$ cat src/design/gprf_bridge_settings.svh
/*
 * widths and stage depths for the GPRF port bridge
 * register count, data and address widths, timer width
 */
`ifndef GPRF_BRIDGE_SETTINGS_SVH
`define GPRF_BRIDGE_SETTINGS_SVH

// register file and memory geometry
`define GPRF_NUM_REGS     8
`define GPRF_DAT_W        16
`define GPRF_MEM_W        16
`define GPRF_IMM_W        16
`define GPRF_DMEM_ADDR_W  10

// write timer
`define GPRF_DLY_W        4

// operand staging depths, both at least 2
`define GPRF_IMM_STAGES   2
`define GPRF_LOAD_STAGES  5

`endif

$ cat src/design/gprf_bridge_pkg.sv
/*
 * shared types of the GPRF port bridge
 * decoder select struct, GPRF write select struct,
 * write phase and write-back source enums
 */
`include "gprf_bridge_settings.svh"

package gprf_bridge_pkg;

	// one decoder operand, read and write one-hot selects
	typedef struct packed {
		logic [`GPRF_NUM_REGS-1:0] r_sel;
		logic [`GPRF_NUM_REGS-1:0] t_sel;
	} dec_sel_t;

	// write selects toward the register file
	typedef struct packed {
		logic [`GPRF_NUM_REGS-1:0] t_sel;
		logic                      rmod_t_sel;
	} gprf_wsel_t;

	// which stored selects may write this cycle
	typedef enum logic [1:0] {
		PHASE_DST  = 2'd0,
		PHASE_SRC  = 2'd1,
		PHASE_IDLE = 2'd2
	} write_phase_e;

	// write-back data source, highest priority first
	typedef enum logic [1:0] {
		WB_IMM  = 2'd0,
		WB_DRAM = 2'd1,
		WB_GPRF = 2'd2
	} wb_src_e;

endpackage

$ cat src/design/delay_timer.sv
/*
 * write timing control of the GPRF port bridge
 * delay counter with halt and ALU-done overrides,
 * halt flag and write phase decode
 */
`timescale 1ns/1ns
`include "gprf_bridge_settings.svh"

module delay_timer import gprf_bridge_pkg::*; (
	input  logic                   clk,
	input  logic                   reset_b,
	input  logic                   t_cs,
	input  logic                   delay_sel,
	input  logic [`GPRF_DLY_W-1:0] delay,
	input  logic                   halt_req,
	input  logic                   alu_done,
	output write_phase_e           write_phase
);

	logic [`GPRF_DLY_W-1:0] count;
	logic                   halt;
	logic                   cnt_zero;

	assign cnt_zero = (count == '0);

	// ------------------------------------------------------------
	// counter, first matching rule wins
	// ------------------------------------------------------------
	always_ff @(posedge clk or negedge reset_b) begin
		if (!reset_b) begin
			count <= '0;
		end else if (halt_req && cnt_zero) begin
			// parked at zero while halted
			count <= '0;
		end else if (alu_done) begin
			// multi-cycle op finished, go to source phase
			count <= `GPRF_DLY_W'd1;
		end else if (t_cs && !delay_sel) begin
			// wraps from 0 to all ones
			count <= count - `GPRF_DLY_W'd1;
		end else if (t_cs && delay_sel) begin
			count <= delay;
		end
	end

	// halt seen at count zero, refreshed every cycle
	always_ff @(posedge clk or negedge reset_b) begin
		if (!reset_b) begin
			halt <= 1'b0;
		end else begin
			halt <= halt_req && cnt_zero;
		end
	end

	// phase decode
	always_comb begin
		if (halt) begin
			write_phase = PHASE_IDLE;
		end else if (cnt_zero) begin
			write_phase = PHASE_DST;
		end else if (count == `GPRF_DLY_W'd1) begin
			write_phase = PHASE_SRC;
		end else begin
			write_phase = PHASE_IDLE;
		end
	end

endmodule

$ cat src/design/gprf_bridge.sv
/*
 * GPRF port bridge top level
 * delay timer, select latch and operand pipe
 */
`timescale 1ns/1ns
`include "gprf_bridge_settings.svh"

module gprf_bridge import gprf_bridge_pkg::*; (
	input  logic                         clk,
	input  logic                         reset_b,
	input  logic                         t_cs,
	// decoder timing and control
	input  logic                         delay_sel,
	input  logic [`GPRF_DLY_W-1:0]       delay,
	input  logic                         halt_req,
	input  logic                         alu_done,
	// decoder register selects
	input  dec_sel_t                     src_sel,
	input  dec_sel_t                     dst_sel,
	input  logic                         dst_rmod_t_sel,
	// decoder operand controls
	input  logic                         imm_en,
	input  logic [`GPRF_IMM_W-1:0]       imm,
	input  logic                         mem_load_b,
	input  logic                         indir_addr_sel,
	// data RAM and GPRF read data
	input  logic [`GPRF_MEM_W-1:0]       dram_rdata,
	input  logic [`GPRF_DAT_W-1:0]       gprf_rdata1,
	input  logic [`GPRF_DAT_W-1:0]       gprf_rdata2,
	// toward the register file
	output logic [`GPRF_NUM_REGS-1:0]    bus1_r_sel,
	output logic [`GPRF_NUM_REGS-1:0]    bus2_r_sel,
	output gprf_wsel_t                   gprf_wsel,
	output logic [`GPRF_DAT_W-1:0]       gprf_wdata,
	// toward the data RAM
	output logic [`GPRF_MEM_W-1:0]       dram_wdata,
	output logic [`GPRF_DMEM_ADDR_W-1:0] dram_addr
);

	write_phase_e write_phase;

	delay_timer timer_i (
		.clk         (clk),
		.reset_b     (reset_b),
		.t_cs        (t_cs),
		.delay_sel   (delay_sel),
		.delay       (delay),
		.halt_req    (halt_req),
		.alu_done    (alu_done),
		.write_phase (write_phase)
	);

	select_latch sel_i (
		.clk            (clk),
		.reset_b        (reset_b),
		.t_cs           (t_cs),
		.delay_sel      (delay_sel),
		.src_sel        (src_sel),
		.dst_sel        (dst_sel),
		.dst_rmod_t_sel (dst_rmod_t_sel),
		.write_phase    (write_phase),
		.bus1_r_sel     (bus1_r_sel),
		.bus2_r_sel     (bus2_r_sel),
		.gprf_wsel      (gprf_wsel)
	);

	operand_pipe opnd_i (
		.clk            (clk),
		.reset_b        (reset_b),
		.t_cs           (t_cs),
		.imm_en         (imm_en),
		.imm            (imm),
		.mem_load_b     (mem_load_b),
		.indir_addr_sel (indir_addr_sel),
		.dram_rdata     (dram_rdata),
		.gprf_rdata1    (gprf_rdata1),
		.gprf_rdata2    (gprf_rdata2),
		.gprf_wdata     (gprf_wdata),
		.dram_wdata     (dram_wdata),
		.dram_addr      (dram_addr)
	);

endmodule

$ cat src/design/operand_pipe.sv
/*
 * operand staging of the GPRF port bridge
 * capture registers, immediate and load delay lines,
 * write-back mux, data RAM write data and indirect address
 */
`timescale 1ns/1ns
`include "gprf_bridge_settings.svh"

module operand_pipe import gprf_bridge_pkg::*; (
	input  logic                         clk,
	input  logic                         reset_b,
	input  logic                         t_cs,
	input  logic                         imm_en,
	input  logic [`GPRF_IMM_W-1:0]       imm,
	input  logic                         mem_load_b,
	input  logic                         indir_addr_sel,
	input  logic [`GPRF_MEM_W-1:0]       dram_rdata,
	input  logic [`GPRF_DAT_W-1:0]       gprf_rdata1,
	input  logic [`GPRF_DAT_W-1:0]       gprf_rdata2,
	output logic [`GPRF_DAT_W-1:0]       gprf_wdata,
	output logic [`GPRF_MEM_W-1:0]       dram_wdata,
	output logic [`GPRF_DMEM_ADDR_W-1:0] dram_addr
);

	localparam int IS = `GPRF_IMM_STAGES;
	localparam int LS = `GPRF_LOAD_STAGES;

	// single capture stage
	logic [`GPRF_MEM_W-1:0] dram_q;
	logic [`GPRF_DAT_W-1:0] rdata1_q;
	logic [`GPRF_DAT_W-1:0] rdata2_q;

	// delay lines, index 0 is the newest
	logic [IS-1:0][`GPRF_IMM_W-1:0] imm_q;
	logic [IS-1:0]                  imm_en_q;
	logic [IS-1:0]                  indir_q;
	logic [LS-1:0]                  load_b_q;

	wb_src_e wb_src;

	// ------------------------------------------------------------
	// staging, frozen while t_cs is low
	// ------------------------------------------------------------
	always_ff @(posedge clk or negedge reset_b) begin
		if (!reset_b) begin
			dram_q   <= '0;
			rdata1_q <= '0;
			rdata2_q <= '0;
			imm_q    <= '0;
			imm_en_q <= '0;
			indir_q  <= '0;
			// load flag is active low
			load_b_q <= '1;
		end else if (t_cs) begin
			dram_q   <= dram_rdata;
			rdata1_q <= gprf_rdata1;
			rdata2_q <= gprf_rdata2;
			imm_q    <= {imm_q[IS-2:0], imm};
			imm_en_q <= {imm_en_q[IS-2:0], imm_en};
			indir_q  <= {indir_q[IS-2:0], indir_addr_sel};
			load_b_q <= {load_b_q[LS-2:0], mem_load_b};
		end
	end

	// ------------------------------------------------------------
	// write-back source, immediate over load over port 1
	// ------------------------------------------------------------
	always_comb begin
		if (imm_en_q[IS-1]) begin
			wb_src = WB_IMM;
		end else if (!load_b_q[LS-1]) begin
			wb_src = WB_DRAM;
		end else begin
			wb_src = WB_GPRF;
		end
	end

	always_comb begin
		case (wb_src)
			WB_IMM:  gprf_wdata = `GPRF_DAT_W'(imm_q[IS-1]);
			WB_DRAM: gprf_wdata = `GPRF_DAT_W'(dram_q);
			default: gprf_wdata = rdata1_q;
		endcase
	end

	// store data comes from port 1
	assign dram_wdata = `GPRF_MEM_W'(rdata1_q);

	// indirect addressing takes the low bits of port 2
	assign dram_addr = indir_q[IS-1] ? rdata2_q[`GPRF_DMEM_ADDR_W-1:0] : '0;

endmodule

$ cat src/design/select_latch.sv
/*
 * decoder select storage of the GPRF port bridge
 * read select buses and phase-gated GPRF write selects
 */
`timescale 1ns/1ns
`include "gprf_bridge_settings.svh"

module select_latch import gprf_bridge_pkg::*; (
	input  logic                      clk,
	input  logic                      reset_b,
	input  logic                      t_cs,
	input  logic                      delay_sel,
	input  dec_sel_t                  src_sel,
	input  dec_sel_t                  dst_sel,
	input  logic                      dst_rmod_t_sel,
	input  write_phase_e              write_phase,
	output logic [`GPRF_NUM_REGS-1:0] bus1_r_sel,
	output logic [`GPRF_NUM_REGS-1:0] bus2_r_sel,
	output gprf_wsel_t                gprf_wsel
);

	dec_sel_t src_q;
	dec_sel_t dst_q;
	logic     dst_rmod_q;

	// ------------------------------------------------------------
	// capture when a new instruction loads its delay
	// ------------------------------------------------------------
	always_ff @(posedge clk or negedge reset_b) begin
		if (!reset_b) begin
			src_q      <= '0;
			dst_q      <= '0;
			dst_rmod_q <= 1'b0;
		end else if (t_cs && delay_sel) begin
			src_q      <= src_sel;
			dst_q      <= dst_sel;
			dst_rmod_q <= dst_rmod_t_sel;
		end
	end

	// read buses straight from the stored selects
	assign bus1_r_sel = src_q.r_sel;
	assign bus2_r_sel = dst_q.r_sel;

	// rmod only goes with the destination write
	always_comb begin
		case (write_phase)
			PHASE_DST: gprf_wsel = '{t_sel: dst_q.t_sel, rmod_t_sel: dst_rmod_q};
			PHASE_SRC: gprf_wsel = '{t_sel: src_q.t_sel, rmod_t_sel: 1'b0};
			default:   gprf_wsel = '0;
		endcase
	end

endmodule

$ cat config.mk
export PLATFORM = sky130hd
export DESIGN_NAME = gprf_bridge
export DESIGN_NICKNAME = d
export VERILOG_FILES = /design/src/design/gprf_bridge_pkg.sv /design/src/design/delay_timer.sv /design/src/design/gprf_bridge.sv /design/src/design/operand_pipe.sv /design/src/design/select_latch.sv
export VERILOG_INCLUDE_DIRS = /design/src /design/src/design
export SDC_FILE = /design/constraint.sdc
export NUM_CORES = 1
export LEC_CHECK = 0
export BUFFER_PORTS_ARGS = -buffer_cell sky130_fd_sc_hd__buf_4
export CAP_MARGIN = 20
export CORE_MARGIN = 2
export CORE_UTILIZATION = 52
export DETAILED_ROUTE_END_ITERATION = 10
export GPL_TIMING_DRIVEN = 0
export HOLD_SLACK_MARGIN = 0.12
export PLACE_DENSITY = 0.81
export REMOVE_ABC_BUFFERS = 1
export SLEW_MARGIN = 20
export SYNTH_ARGS = -nofsm -noshare
export SYNTH_HDL_FRONTEND = slang
export SYNTH_HIERARCHICAL = 1
export SYNTH_SLANG_ARGS = --single-unit
$ cat constraint.sdc
create_clock -name clk -period 2.2 [get_ports clk]
set_clock_uncertainty 0.05 [all_clocks]
set_input_delay 0.33 -clock clk [delete_from_list [all_inputs] [get_ports clk]]
set_output_delay 0.33 -clock clk [all_outputs]
set_load 0.03 [all_outputs]
Yosys cells after proc, flatten, opt, wreduce, memory -nomap -nowiden
Index checks and enable logic that the tools add are counted.
{"block": "classes", "addsub": 1, "n_eq_ne": 3, "mux": 12, "n_reduce_logical": 8}
{"operator": "case mux 16 bit (2 select lines)", "n": 1}
{"operator": "case mux 9 bit (2 select lines)", "n": 1}
{"operator": "two-way mux 4 bit", "n": 4}
{"operator": "two-way mux 10 bit", "n": 1}
{"operator": "two-way mux 2 bit", "n": 5}
{"operator": "equality test 2 x 1 -> 1 bit (second input constant)", "n": 2}
{"operator": "equality test 4 x 1 -> 1 bit (second input constant)", "n": 1}
{"operator": "zero test 2 bit", "n": 2}
{"operator": "zero test 4 bit", "n": 1}
{"operator": "nonzero test 4 bit", "n": 1}
{"operator": "subtractor 4 x 1 -> 4 bit (second input constant)", "n": 1}
{"operator": "logical AND 1 bit", "n": 3}
{"operator": "zero test 1 bit", "n": 1}
{"block": "totals", "ff_bits": 121, "out_inout_bits": 67, "elab_cells": 39}

Logic depth before layout (Yosys ltp)
Gate-level depths: netlist of run 1.
{"block": "logic_depth", "depth_word": 6, "depth_mapped": 6}

Modules after synthesis
Netlist of run 1, hierarchy kept.
{"module": "operand_pipe", "instances": 1, "cells_each": 239, "area_each_um2": 3841.2, "seq_area_each_um2": 2083.2}
{"module": "select_latch", "instances": 1, "cells_each": 105, "area_each_um2": 1596.5, "seq_area_each_um2": 825.8}
{"module": "delay_timer", "instances": 1, "cells_each": 37, "area_each_um2": 325.3, "seq_area_each_um2": 125.1}

Worst setup path before layout of run 1
No wires, ideal clock.
{"block": "synth_timing", "kind": "flip-flop to output port", "from": "register timer_i.count[0]", "to": "output port gprf_wsel[0] (netlist bit)", "arrival_time_ps": 1743, "required_time_ps": 1820, "path_slack_ps": 77, "path_stages_with_launch": 6, "n_path_buf": 1, "path_cell_list": "dfrtp_1 -> inv_1 -> ha_1 -> and3b_1 -> buf_2 -> nor3b_1"}
{"item": "start: declaration", "line": "delay_timer.sv:20", "rtl": "logic [`GPRF_DLY_W-1:0] count;"}
{"item": "start signal: assignment", "line": "delay_timer.sv:37", "rtl": "count <= `GPRF_DLY_W'd1;"}
{"item": "start signal: assignment", "line": "delay_timer.sv:40", "rtl": "count <= count - `GPRF_DLY_W'd1;"}
{"item": "start signal: assignment", "line": "delay_timer.sv:42", "rtl": "count <= delay;"}
{"item": "end: declaration", "line": "gprf_bridge.sv:33", "rtl": "output gprf_wsel_t gprf_wsel,"}

==> flow_metrics.tcl, run 1 <==
set metrics [dict create \
    status "finished with violations" \
    violations "negative setup slack" \
    cp_num_buf_inv 2 \
    grt_use_total_pct 25.7 \
    critical_path.top_delay_family "simple AND/OR/NAND/NOR gates" \
    crit_type "flip-flop to output pin" \
    synth-simple-area-share_pct 4.56 \
    crit_arrival_ns 1.98 \
    netlist_area_sq_um 5760 \
    tightest_slew_ns 1.12 \
    synth_top_family_by_area "multiplexers" \
    avgViaCountPerCell 5.10 \
    final_common_cell "buf_4" \
    total_power_mw 7.61 \
    synth_compound_area_share_pct 2.41 \
    htreeDepth 4 \
    max_stage_delay_ns 0.37 \
    fin_crit_ns 2.36 \
    final_net_count 755 \
    fin_crit_sh_pct 107 \
    grt_antenna_before_repair 0 \
    cts.sink_count 121 \
    critPathMaxFanout 5 \
    wl_per_cell_um 18.8 \
    drc 0 \
    peakVddDrop_v 0.000594 \
    dpl.hpwl_um 7500 \
    synth.yosys.seq_area_share_pct 52.6 \
    ys_types 32 \
    final_cell_mix "buf_4 (174), dfrtp_1 (113), mux2_4 (100), dlygate4sd3_1 (98), mux2i_1 (19)" \
    hold-worst-slack_ns 0.152 \
    yosys.area_share.adder_pct 0.434 \
    synth_seq_cells 121 \
    maxSlewViolCount 0 \
    synth_xor_area_share_pct 0 \
    dieArea_sq_um 11900 \
    crit_path_start_kind "flip-flop" \
    die_h_um 109 \
    end_kind "output pin" \
    rsz0062_at_grt "true" \
    worstSkewPairLatency_ns 0.50 \
    leakage_nw 4.23 \
    clock.fmax_mhz 424 \
    avgSynthCellArea_sq_um 15.1 \
    synthMuxAreaShare_pct 33.3 \
    coreArea_sq_um 10800 \
    grt_pass1_wl_um 23000 \
    finalWirelength_um 15000 \
    place.gp.congestion 0.728 \
    layout.cells.non_filler 796 \
    hp-class "input port to flip-flop" \
    final_layout_size_suffix_gt1_share_pct 53.8 \
    rows 38 \
    drt_iter0_drc 193 \
    ioPinCount 177 \
    yosys_warnings 6 \
    antennaDiodeCount 0 \
    fill_cells 581 \
    drt-pass1-iter-count 4 \
    first_global_vias 4321 \
    dieWidth_um 109 \
    cts_root_buffer "clkbuf_8" \
    ant_nets 0 \
    cp_cell_sequence "inv_2, ha_4, and3b_2, mux2i_1, nor2_1, buf_4" \
    hold_viol_final 0 \
    area_delta_synth_final_pct 50.3 \
    p_per_area_nw_per_um2 878 \
    io_buffers 170 \
    start_util_pct 53.2 \
    grt_overflow 0 \
    dp_cells 654 \
    relSlewSlack_pct 25.6 \
    required_ns 1.82 \
    synthCells 381 \
    clk_pin_slew_worst_paths_ns 0.06 \
    cp_slowest_cell "dfrtp_1" \
    maxCapViolCount 0 \
    cts_tree "yes" \
    numCtsBuffers 17 \
    setup_ws_ns -0.156 \
    vias 4061 \
    clockBufferDepth 2 \
    setup_violations 9 \
    grt_max_degree 95 \
]
sequential cells by signal, indices dropped and copies added, names as in the netlist:
signal and count:
opnd_i/imm_q 32, opnd_i/dram_q 16, sel_i/bus2_r_sel 8, opnd_i/load_b_q 5, sel_i/dst_q 8, opnd_i/imm_en_q 2, opnd_i/indir_q 2, sel_i/dst_rmod_q 1
opnd_i/rdata2_q 10, timer_i/halt 1, sel_i/bus1_r_sel 8, opnd_i/dram_wdata 16, timer_i/count 4, sel_i/src_q 8
Yosys cell counts, drive strengths merged:
cell	number	area (sq um)
or3	1	6.26
mux2i	24	240
nor3b	2	15.0
nor3	1	5.00
buf	32	347
or2	1	6.26
a31oi	2	12.5
o221ai	1	8.76
dfstp	5	131
o21ai	19	95.1
and3b	1	8.76
nor2	10	37.5
a21oi	3	15.0
clkbuf	6	22.5
inv	3	11.3
nand2	19	73.8
nor2b	1	6.26
ha	2	25.0
nand3b	2	15.0
a211oi	1	7.51
mux2	116	1680
nor4bb	1	10.0
or4b	1	10.0
and2	11	68.8
dfrtp	116	2900
final timing paths:
| check | from | end | slack [ns] | cells past startpoint |
|---|---|---|---|---|
| max in group asynchronous | reset_b | sel_i/bus2_r_sel[3] | 1.08 | 3 |
| min reg2reg | opnd_i/imm_q[7] | opnd_i/imm_q[23] | 0.45 | 1 |
| max reg2reg | timer_i/count[0] | timer_i/count[3] | 0.38 | 5 |
| max | timer_i/count[1] | gprf_wsel[2] | -0.16 | 6 |
| min in group asynchronous | reset_b | opnd_i/dram_q[15] | 0.33 | 2 |
| min | delay[0] | timer_i/count[0] | 0.15 | 3 |
routing by layer:
layer	vias up	wire length (um)	track usage (%)
met5	-	0	0
met4	0	229	9.31
met3	23	916	6.40
met2	178	7550	43.4
met1	2015	6280	32.0
li1	1845	-	-
where the power goes:
part           total [mW]  switching, mW  internal [mW]
sequential           2.77          0.246           2.52
combinational        2.23           1.06           1.17
clock                2.61           1.04           1.57
total                7.61           2.35           5.26
area by class of cell:
cell class                      instances  area (sq um)  share of cell area (%)
Tap cell                              140           175                    2.02
Timing Repair Buffer                  280          2420                    27.9
Multi-Input combinational cell        220          2450                    28.3
Clock buffer                           19           442                    5.10
Sequential cell                       121          3040                    35.1
Inverter                                3          11.3                   0.130
Clock inverter                         13           120                    1.39
metrics by stage:
step | area, sq um | setup slack (ns) | utilization, % | TNS, ns
detailed placement | 6880 | -0.577 | 63.5 | -19.16
global placement | 6850 | -0.921 | 63.1 | -30.34
floorplan | 5390 | 0.0841 | - | 0
finish | 8660 | -0.156 | 79.9 | -1.17
CTS | 8590 | -0.165 | 79.2 | -1.13
global route | 8660 | -0.241 | 79.9 | -2.28
logic make-up after synthesis:
group	count (synthesis)
compound gates	26
fa+ha+maj	2
buf+inv	41
flops	121
mux	140
simple gates	51
worst min-delay path, cell delays in order:
cell      delay (ns)
buf_4           0.11
o221ai_1        0.16
a21oi_1         0.07
repair_timing:
| item | 4_1_cts | 5_1_grt |
|---|---|---|
| resized for setup | 19 | 24 |
| pin swaps | 4 | 4 |
| cloned | 1 | 0 |
| setup buffers | 9 | 2 |
| endpoints found under the setup margin | 58 | 23 |
| hold endpoints to repair | 157 | 0 |
| hold buffers | 98 | 0 |
Power figures use the tool's default switching activity.
==> run 2, diff against run 1 <==
--- a/config.mk
+++ b/config.mk
@@ -15,5 +15,4 @@
 export HOLD_SLACK_MARGIN = 0.12
 export PLACE_DENSITY = 0.81
-export REMOVE_ABC_BUFFERS = 1
 export SLEW_MARGIN = 20
 export SYNTH_ARGS = -nofsm -noshare
==> constraint.sdc (replaced) <==
create_clock -name clk -period 2.2 [get_ports clk]
set_clock_uncertainty 0.05 [all_clocks]
set_input_delay 0.44 -clock clk [delete_from_list [all_inputs] [get_ports clk]]
set_output_delay 0.44 -clock clk [all_outputs]
set_load 0.03 [all_outputs]
==> flow_metrics.tcl, run 2 (synthesis gave the netlist of run 1 again) <==
set metrics [dict create \
    status "finished with violations" \
    violations "negative setup slack" \
    grt_antenna_before_repair 0 \
    grt_overflow 0 \
    hold-worst-slack_ns 0.173 \
    maxCapViolCount 0 \
    final_cell_mix "buf_4 (190), dfrtp_1 (114), mux2_4 (100), dlygate4sd3_1 (96), mux2i_1 (20)" \
    die_h_um 109 \
    leakage_nw 4.47 \
    io_buffers 170 \
    critical_path.top_delay_family "buffers and inverters" \
    ant_nets 0 \
    ioPinCount 177 \
    setup_ws_ns -0.384 \
    postLayoutCoreUtil_pct 84.0 \
    clockBufferDepth 2 \
    hold_viol_final 0 \
    postPlaceCellArea_sq_um 7250 \
    first_global_vias 4908 \
    clock.fmax_mhz 387 \
    end_kind "output pin" \
    p_per_area_nw_per_um2 903 \
    place.gp.congestion 0.848 \
    numCtsBuffers 17 \
    crit_type "flip-flop to output pin" \
    cts.sink_count 121 \
    cts_tree "yes" \
    reg2reg_slack_ns 0.36 \
    reg2reg_depth 4 \
    crit_path_start_kind "flip-flop" \
    grt_pass1_wl_um 25200 \
    grt_max_degree 68 \
    peakVddDrop_v 0.000696 \
    crit_arrival_ns 2.09 \
    grt_use_total_pct 28.8 \
    final_common_cell "buf_4" \
    fin_crit_ns 2.58 \
    max_stage_delay_ns 0.40 \
    dp_cells 692 \
    rsz0062_at_grt "true" \
    cp_num_buf_inv 3 \
    drt-pass1-iter-count 4 \
    worstHoldStart "halt_req" \
    post-route-cell-area_sq_um 9110 \
    dp_slack_ns 0.0145 \
    r2r_start "timer_i/count[0]" \
    min_path_cells 2 \
    relSlewSlack_pct 61.0 \
    clk_pin_slew_worst_paths_ns 0.06 \
    critPathMaxFanout 5 \
    maxSlewViolCount 0 \
    worstReg2RegEnd "timer_i/count[3]" \
    vias 4253 \
    cp_cell_sequence "inv_2, ha_4, and3b_2, buf_6, mux2i_4, nor2_2, buf_6" \
    tightest_slew_ns 0.577 \
    antennaDiodeCount 0 \
    dpl.hpwl_um 9210 \
    dieArea_sq_um 11900 \
    rows 38 \
    drc 0 \
    final_net_count 791 \
    coreArea_sq_um 10800 \
    layout.cells.non_filler 832 \
    final_layout_size_suffix_gt1_share_pct 55.9 \
    htreeDepth 4 \
    crit_start "timer_i/count[1]" \
    cp_slowest_cell "dfrtp_1" \
    start_util_pct 53.2 \
    worstSkewPairLatency_ns 0.53 \
    finalWirelength_um 16900 \
    fin_crit_sh_pct 117 \
    total_power_mw 8.23 \
    area_delta_synth_final_pct 58.1 \
    avgViaCountPerCell 5.11 \
    hp-class "input port to flip-flop" \
    drt_iter0_drc 180 \
    crit_top_cell "buf_6" \
    fin_tns_setup_ns -4.14 \
    cts_root_buffer "clkbuf_8" \
    regMostFlops "opnd_i/imm_q" \
    synth_fp_nets 493 \
    setup_violations 25 \
    wl_per_cell_um 20.4 \
    min_to "timer_i/halt" \
    largest_reg_flops 32 \
    dieWidth_um 109 \
    required_ns 1.71 \
]
run 2: changes by cell type in the layout (fill, tap and decap cells not counted), sizes merged, moves of 2 or more:
cell and change:
buf +34, bufinv +4, clkbuf +6, clkinv -2, dlygate4sd3 -2, inv -3
run 2: routing by layer:
layer / part of all wire [%] / track usage (%) / up-vias
li1: - / - / 1911
met4: 3.0 / 12.5 / 0
met3: 3.5 / 5.80 / 43
met1: 37 / 31.9 / 2170
met2: 56 / 53.2 / 129
met5: 0 / 0 / -
run 2: what timing repair did:
| item | 4_1_cts | 5_1_grt |
|---|---|---|
| gates resized for setup | 38 | 20 |
| setup buffers | 5 | 5 |
| gates cloned | 2 | 0 |
| pin swaps | 6 | 8 |
| endpoints found under the setup margin | 25 | 25 |
| endpoints found under the hold margin | 149 | 0 |
| hold buffers | 96 | 0 |
run 2: worst max path at each step:
stage / end / slack [ns] / cells past startpoint
floorplan: gprf_wsel[1] / 0.14 / 6
global placement: gprf_wsel[3] / 0.07 / 7
detailed placement: gprf_wsel[3] / 0.01 / 7
CTS: gprf_wsel[3] / -0.32 / 7
global route: gprf_wsel[3] / -0.44 / 7
finish: gprf_wsel[3] / -0.38 / 7
run 2: worst reg2reg max path, delay by kind of cell, from the launching register on:
kind / cells / cell delay, ns
AND/OR/NAND/NOR: 2 / 0.92
AO/OA/AOI/OAI: 1 / 0.18
flip-flops: 1 / 0.44
buffers and inverters: 1 / 0.16
run 2: report_power, final:
part	internal (mW)	switching, mW
logic	1.31	1.17
registers	2.52	0.213
clock network	2.01	1.01
run 2: area by class of cell:
cell class / count / area [sq um]
fill: 538 / 1730
clock buffer: 20 / 445
timing repair buffer: 279 / 2410
sequential: 121 / 3040
tap: 140 / 175
clock inverter: 12 / 196
multi-input combinational: 219 / 2440
inverter: 3 / 11.3
buffer: 38 / 397
==> run 3, diff against run 2 <==
- BUFFER_PORTS_ARGS: -buffer_cell sky130_fd_sc_hd__buf_4 -> unset
- CORE_UTILIZATION: 52 -> 55
- DONT_BUFFER_PORTS: unset -> 1
- PLACE_DENSITY: 0.81 -> 0.7
==> flow_metrics.tcl, run 3 (synthesis gave the netlist of run 1 again) <==
set metrics [dict create \
    area_delta_synth_final_pct 41.9 \
    cts_tree "yes" \
    grt_pass1_wl_um 22300 \
    violations "negative hold slack, negative setup slack" \
    crit_path_start_kind "flip-flop" \
    final_layout_size_suffix_gt1_share_pct 48.4 \
    final_common_cell "dfrtp_1" \
    avgViaCountPerCell 5.43 \
    dieWidth_um 106 \
    maxCapViolCount 0 \
    rows 37 \
    clock.fmax_mhz 407 \
    numCtsBuffers 17 \
    grt_antenna_before_repair 1 \
    die_h_um 106 \
    grt_max_degree 122 \
    dp_cells 517 \
    first_global_vias 4042 \
    grt_use_total_pct 26.5 \
    reg2reg_slack_ns 0.06 \
    hp-class "input port to asynchronous set/reset pin" \
    cts.sink_count 121 \
    critPathMaxFanout 4 \
    drc 0 \
    largest_reg_flops 32 \
    tightest_slew_ns 0.569 \
    crit_arrival_ns 1.97 \
    setup_ws_ns -0.260 \
    hold-worst-slack_ns -0.422 \
    vias 3560 \
    fin_crit_ns 2.46 \
    leakage_nw 3.64 \
    finalWirelength_um 14700 \
    regArea_sq_um 3030 \
    drt_iter0_drc 154 \
    place.gp.congestion 0.757 \
    drt-pass1-iter-count 4 \
    p_per_area_nw_per_um2 960 \
    clockBufferDepth 2 \
    fill_cells 546 \
    required_ns 1.71 \
    max_stage_delay_ns 0.39 \
    cts_hold_buffers 97 \
    wl_per_cell_um 22.5 \
    setup_violations 20 \
    grt_overflow 0 \
    dieArea_sq_um 11300 \
    end_kind "output pin" \
    final_net_count 618 \
    io_buffers 0 \
    final_cell_mix "dfrtp_1 (116), mux2_4 (100), dlygate4sd3_1 (97), buf_4 (22), mux2i_4 (20)" \
    cts_root_buffer "clkbuf_8" \
    cp_slowest_cell "dfrtp_1" \
    dpl.hpwl_um 7860 \
    start_util_pct 56.3 \
    clk_pin_slew_worst_paths_ns 0.06 \
    multi_input_area_sq_um 2860 \
    regMostFlops "opnd_i/imm_q" \
    htreeDepth 4 \
    coreArea_sq_um 10200 \
    relSlewSlack_pct 61.6 \
    worstSkewPairLatency_ns 0.50 \
    peakVddDrop_v 0.000869 \
    fin_crit_sh_pct 112 \
    synth_fp_nets 493 \
    hold_viol_final 121 \
    rsz0062_at_grt "true" \
    layout.cells.non_filler 656 \
    status "finished with violations" \
    maxSlewViolCount 0 \
    crit_type "flip-flop to output pin" \
    cp_cell_sequence "inv_2, ha_4, and3b_2, buf_16, mux2i_4, nor2_4" \
    ioPinCount 177 \
    ant_nets 0 \
    dp_slack_ns -0.103 \
]
[run 3: cell types whose count changed in the layout (fill, tap and decap cells not counted), moves of 8 or more]
cell / delta
mux2i_4: +17
o21ai_4: +14
mux2i_1: -18
nor2_4: +8
o21ai_1: -15
buf_4: -168
[run 3: final cells by class]
class                   count  share of cell area (%)
flip-flops and latches    121                    37.1
well taps                 136                    2.08
repair buffers            106                    13.4
diodes                      1                  0.0306
inverters                   3                   0.138
multi-input cells         219                    35.0
clock inverters            12                    1.82
clock buffers              20                    5.45
plain buffers              38                    5.02
[run 3: worst max-delay path: cells and delay by family (launching register included)]
family                     cells  cell delay [ns]
DFF                            1             0.39
muxes                          1             0.19
buffers and inverters          2             0.27
adders and majority gates      1             0.14
and+or+nand+nor                2             0.48
[run 3: report_power, final]
part	total (mW)	internal (mW)	switching, mW
registers	2.83	2.52	0.311
clock network	2.75	1.78	0.975
logic	2.27	1.15	1.12
[run 3: path summary, 6_finish.rpt]
kind	startpoint	end	cells after the start
hold / removal	reset_b	opnd_i/dram_q[15]	0
setup reg to reg	timer_i/count[1]	timer_i/count[0]	6
min in group clk	delay[1]	timer_i/count[1]	2
hold reg to reg	opnd_i/indir_q[1]	opnd_i/indir_q[1]	1
setup / recovery	timer_i/count[1]	gprf_wsel[7]	6
max in group asynchronous	reset_b	opnd_i/load_b_q[2]	0
[run 3: metal layers]
layer | GRT usage, % | up-vias | wire length, um
met5 | 0 | - | 0
met4 | 9.49 | 0 | 305
met3 | 6.99 | 22 | 808
met2 | 46.1 | 152 | 7840
met1 | 31.6 | 1816 | 5780
li1 | - | 1570 | -
[run 3: repair_timing]
| action | 4_1_cts | 5_1_grt |
|---|---|---|
| endpoints found under the setup margin | 25 | 25 |
| hold endpoints to repair | 220 | 121 |
| buffers inserted | 4 | 3 |
| gates cloned | 3 | 0 |
| pin swaps | 8 | 12 |
| gates resized for setup | 95 | 41 |
[run 3: per-stage QoR]
stage               setup TNS (ns)  hold WS (ns)  util, %  total power [mW]  area, sq um
floorplan                        0        0.0944        -              4.03         5770
CTS                          -3.64        -0.441     77.7              7.64         7950
detailed placement          -0.676        0.0981     58.0              4.25         5940
global route                 -3.82        -0.457     80.0              8.14         8180
global placement            -0.514        0.0991     58.0              4.22         5940
finish                       -2.43        -0.422     80.0              7.85         8180
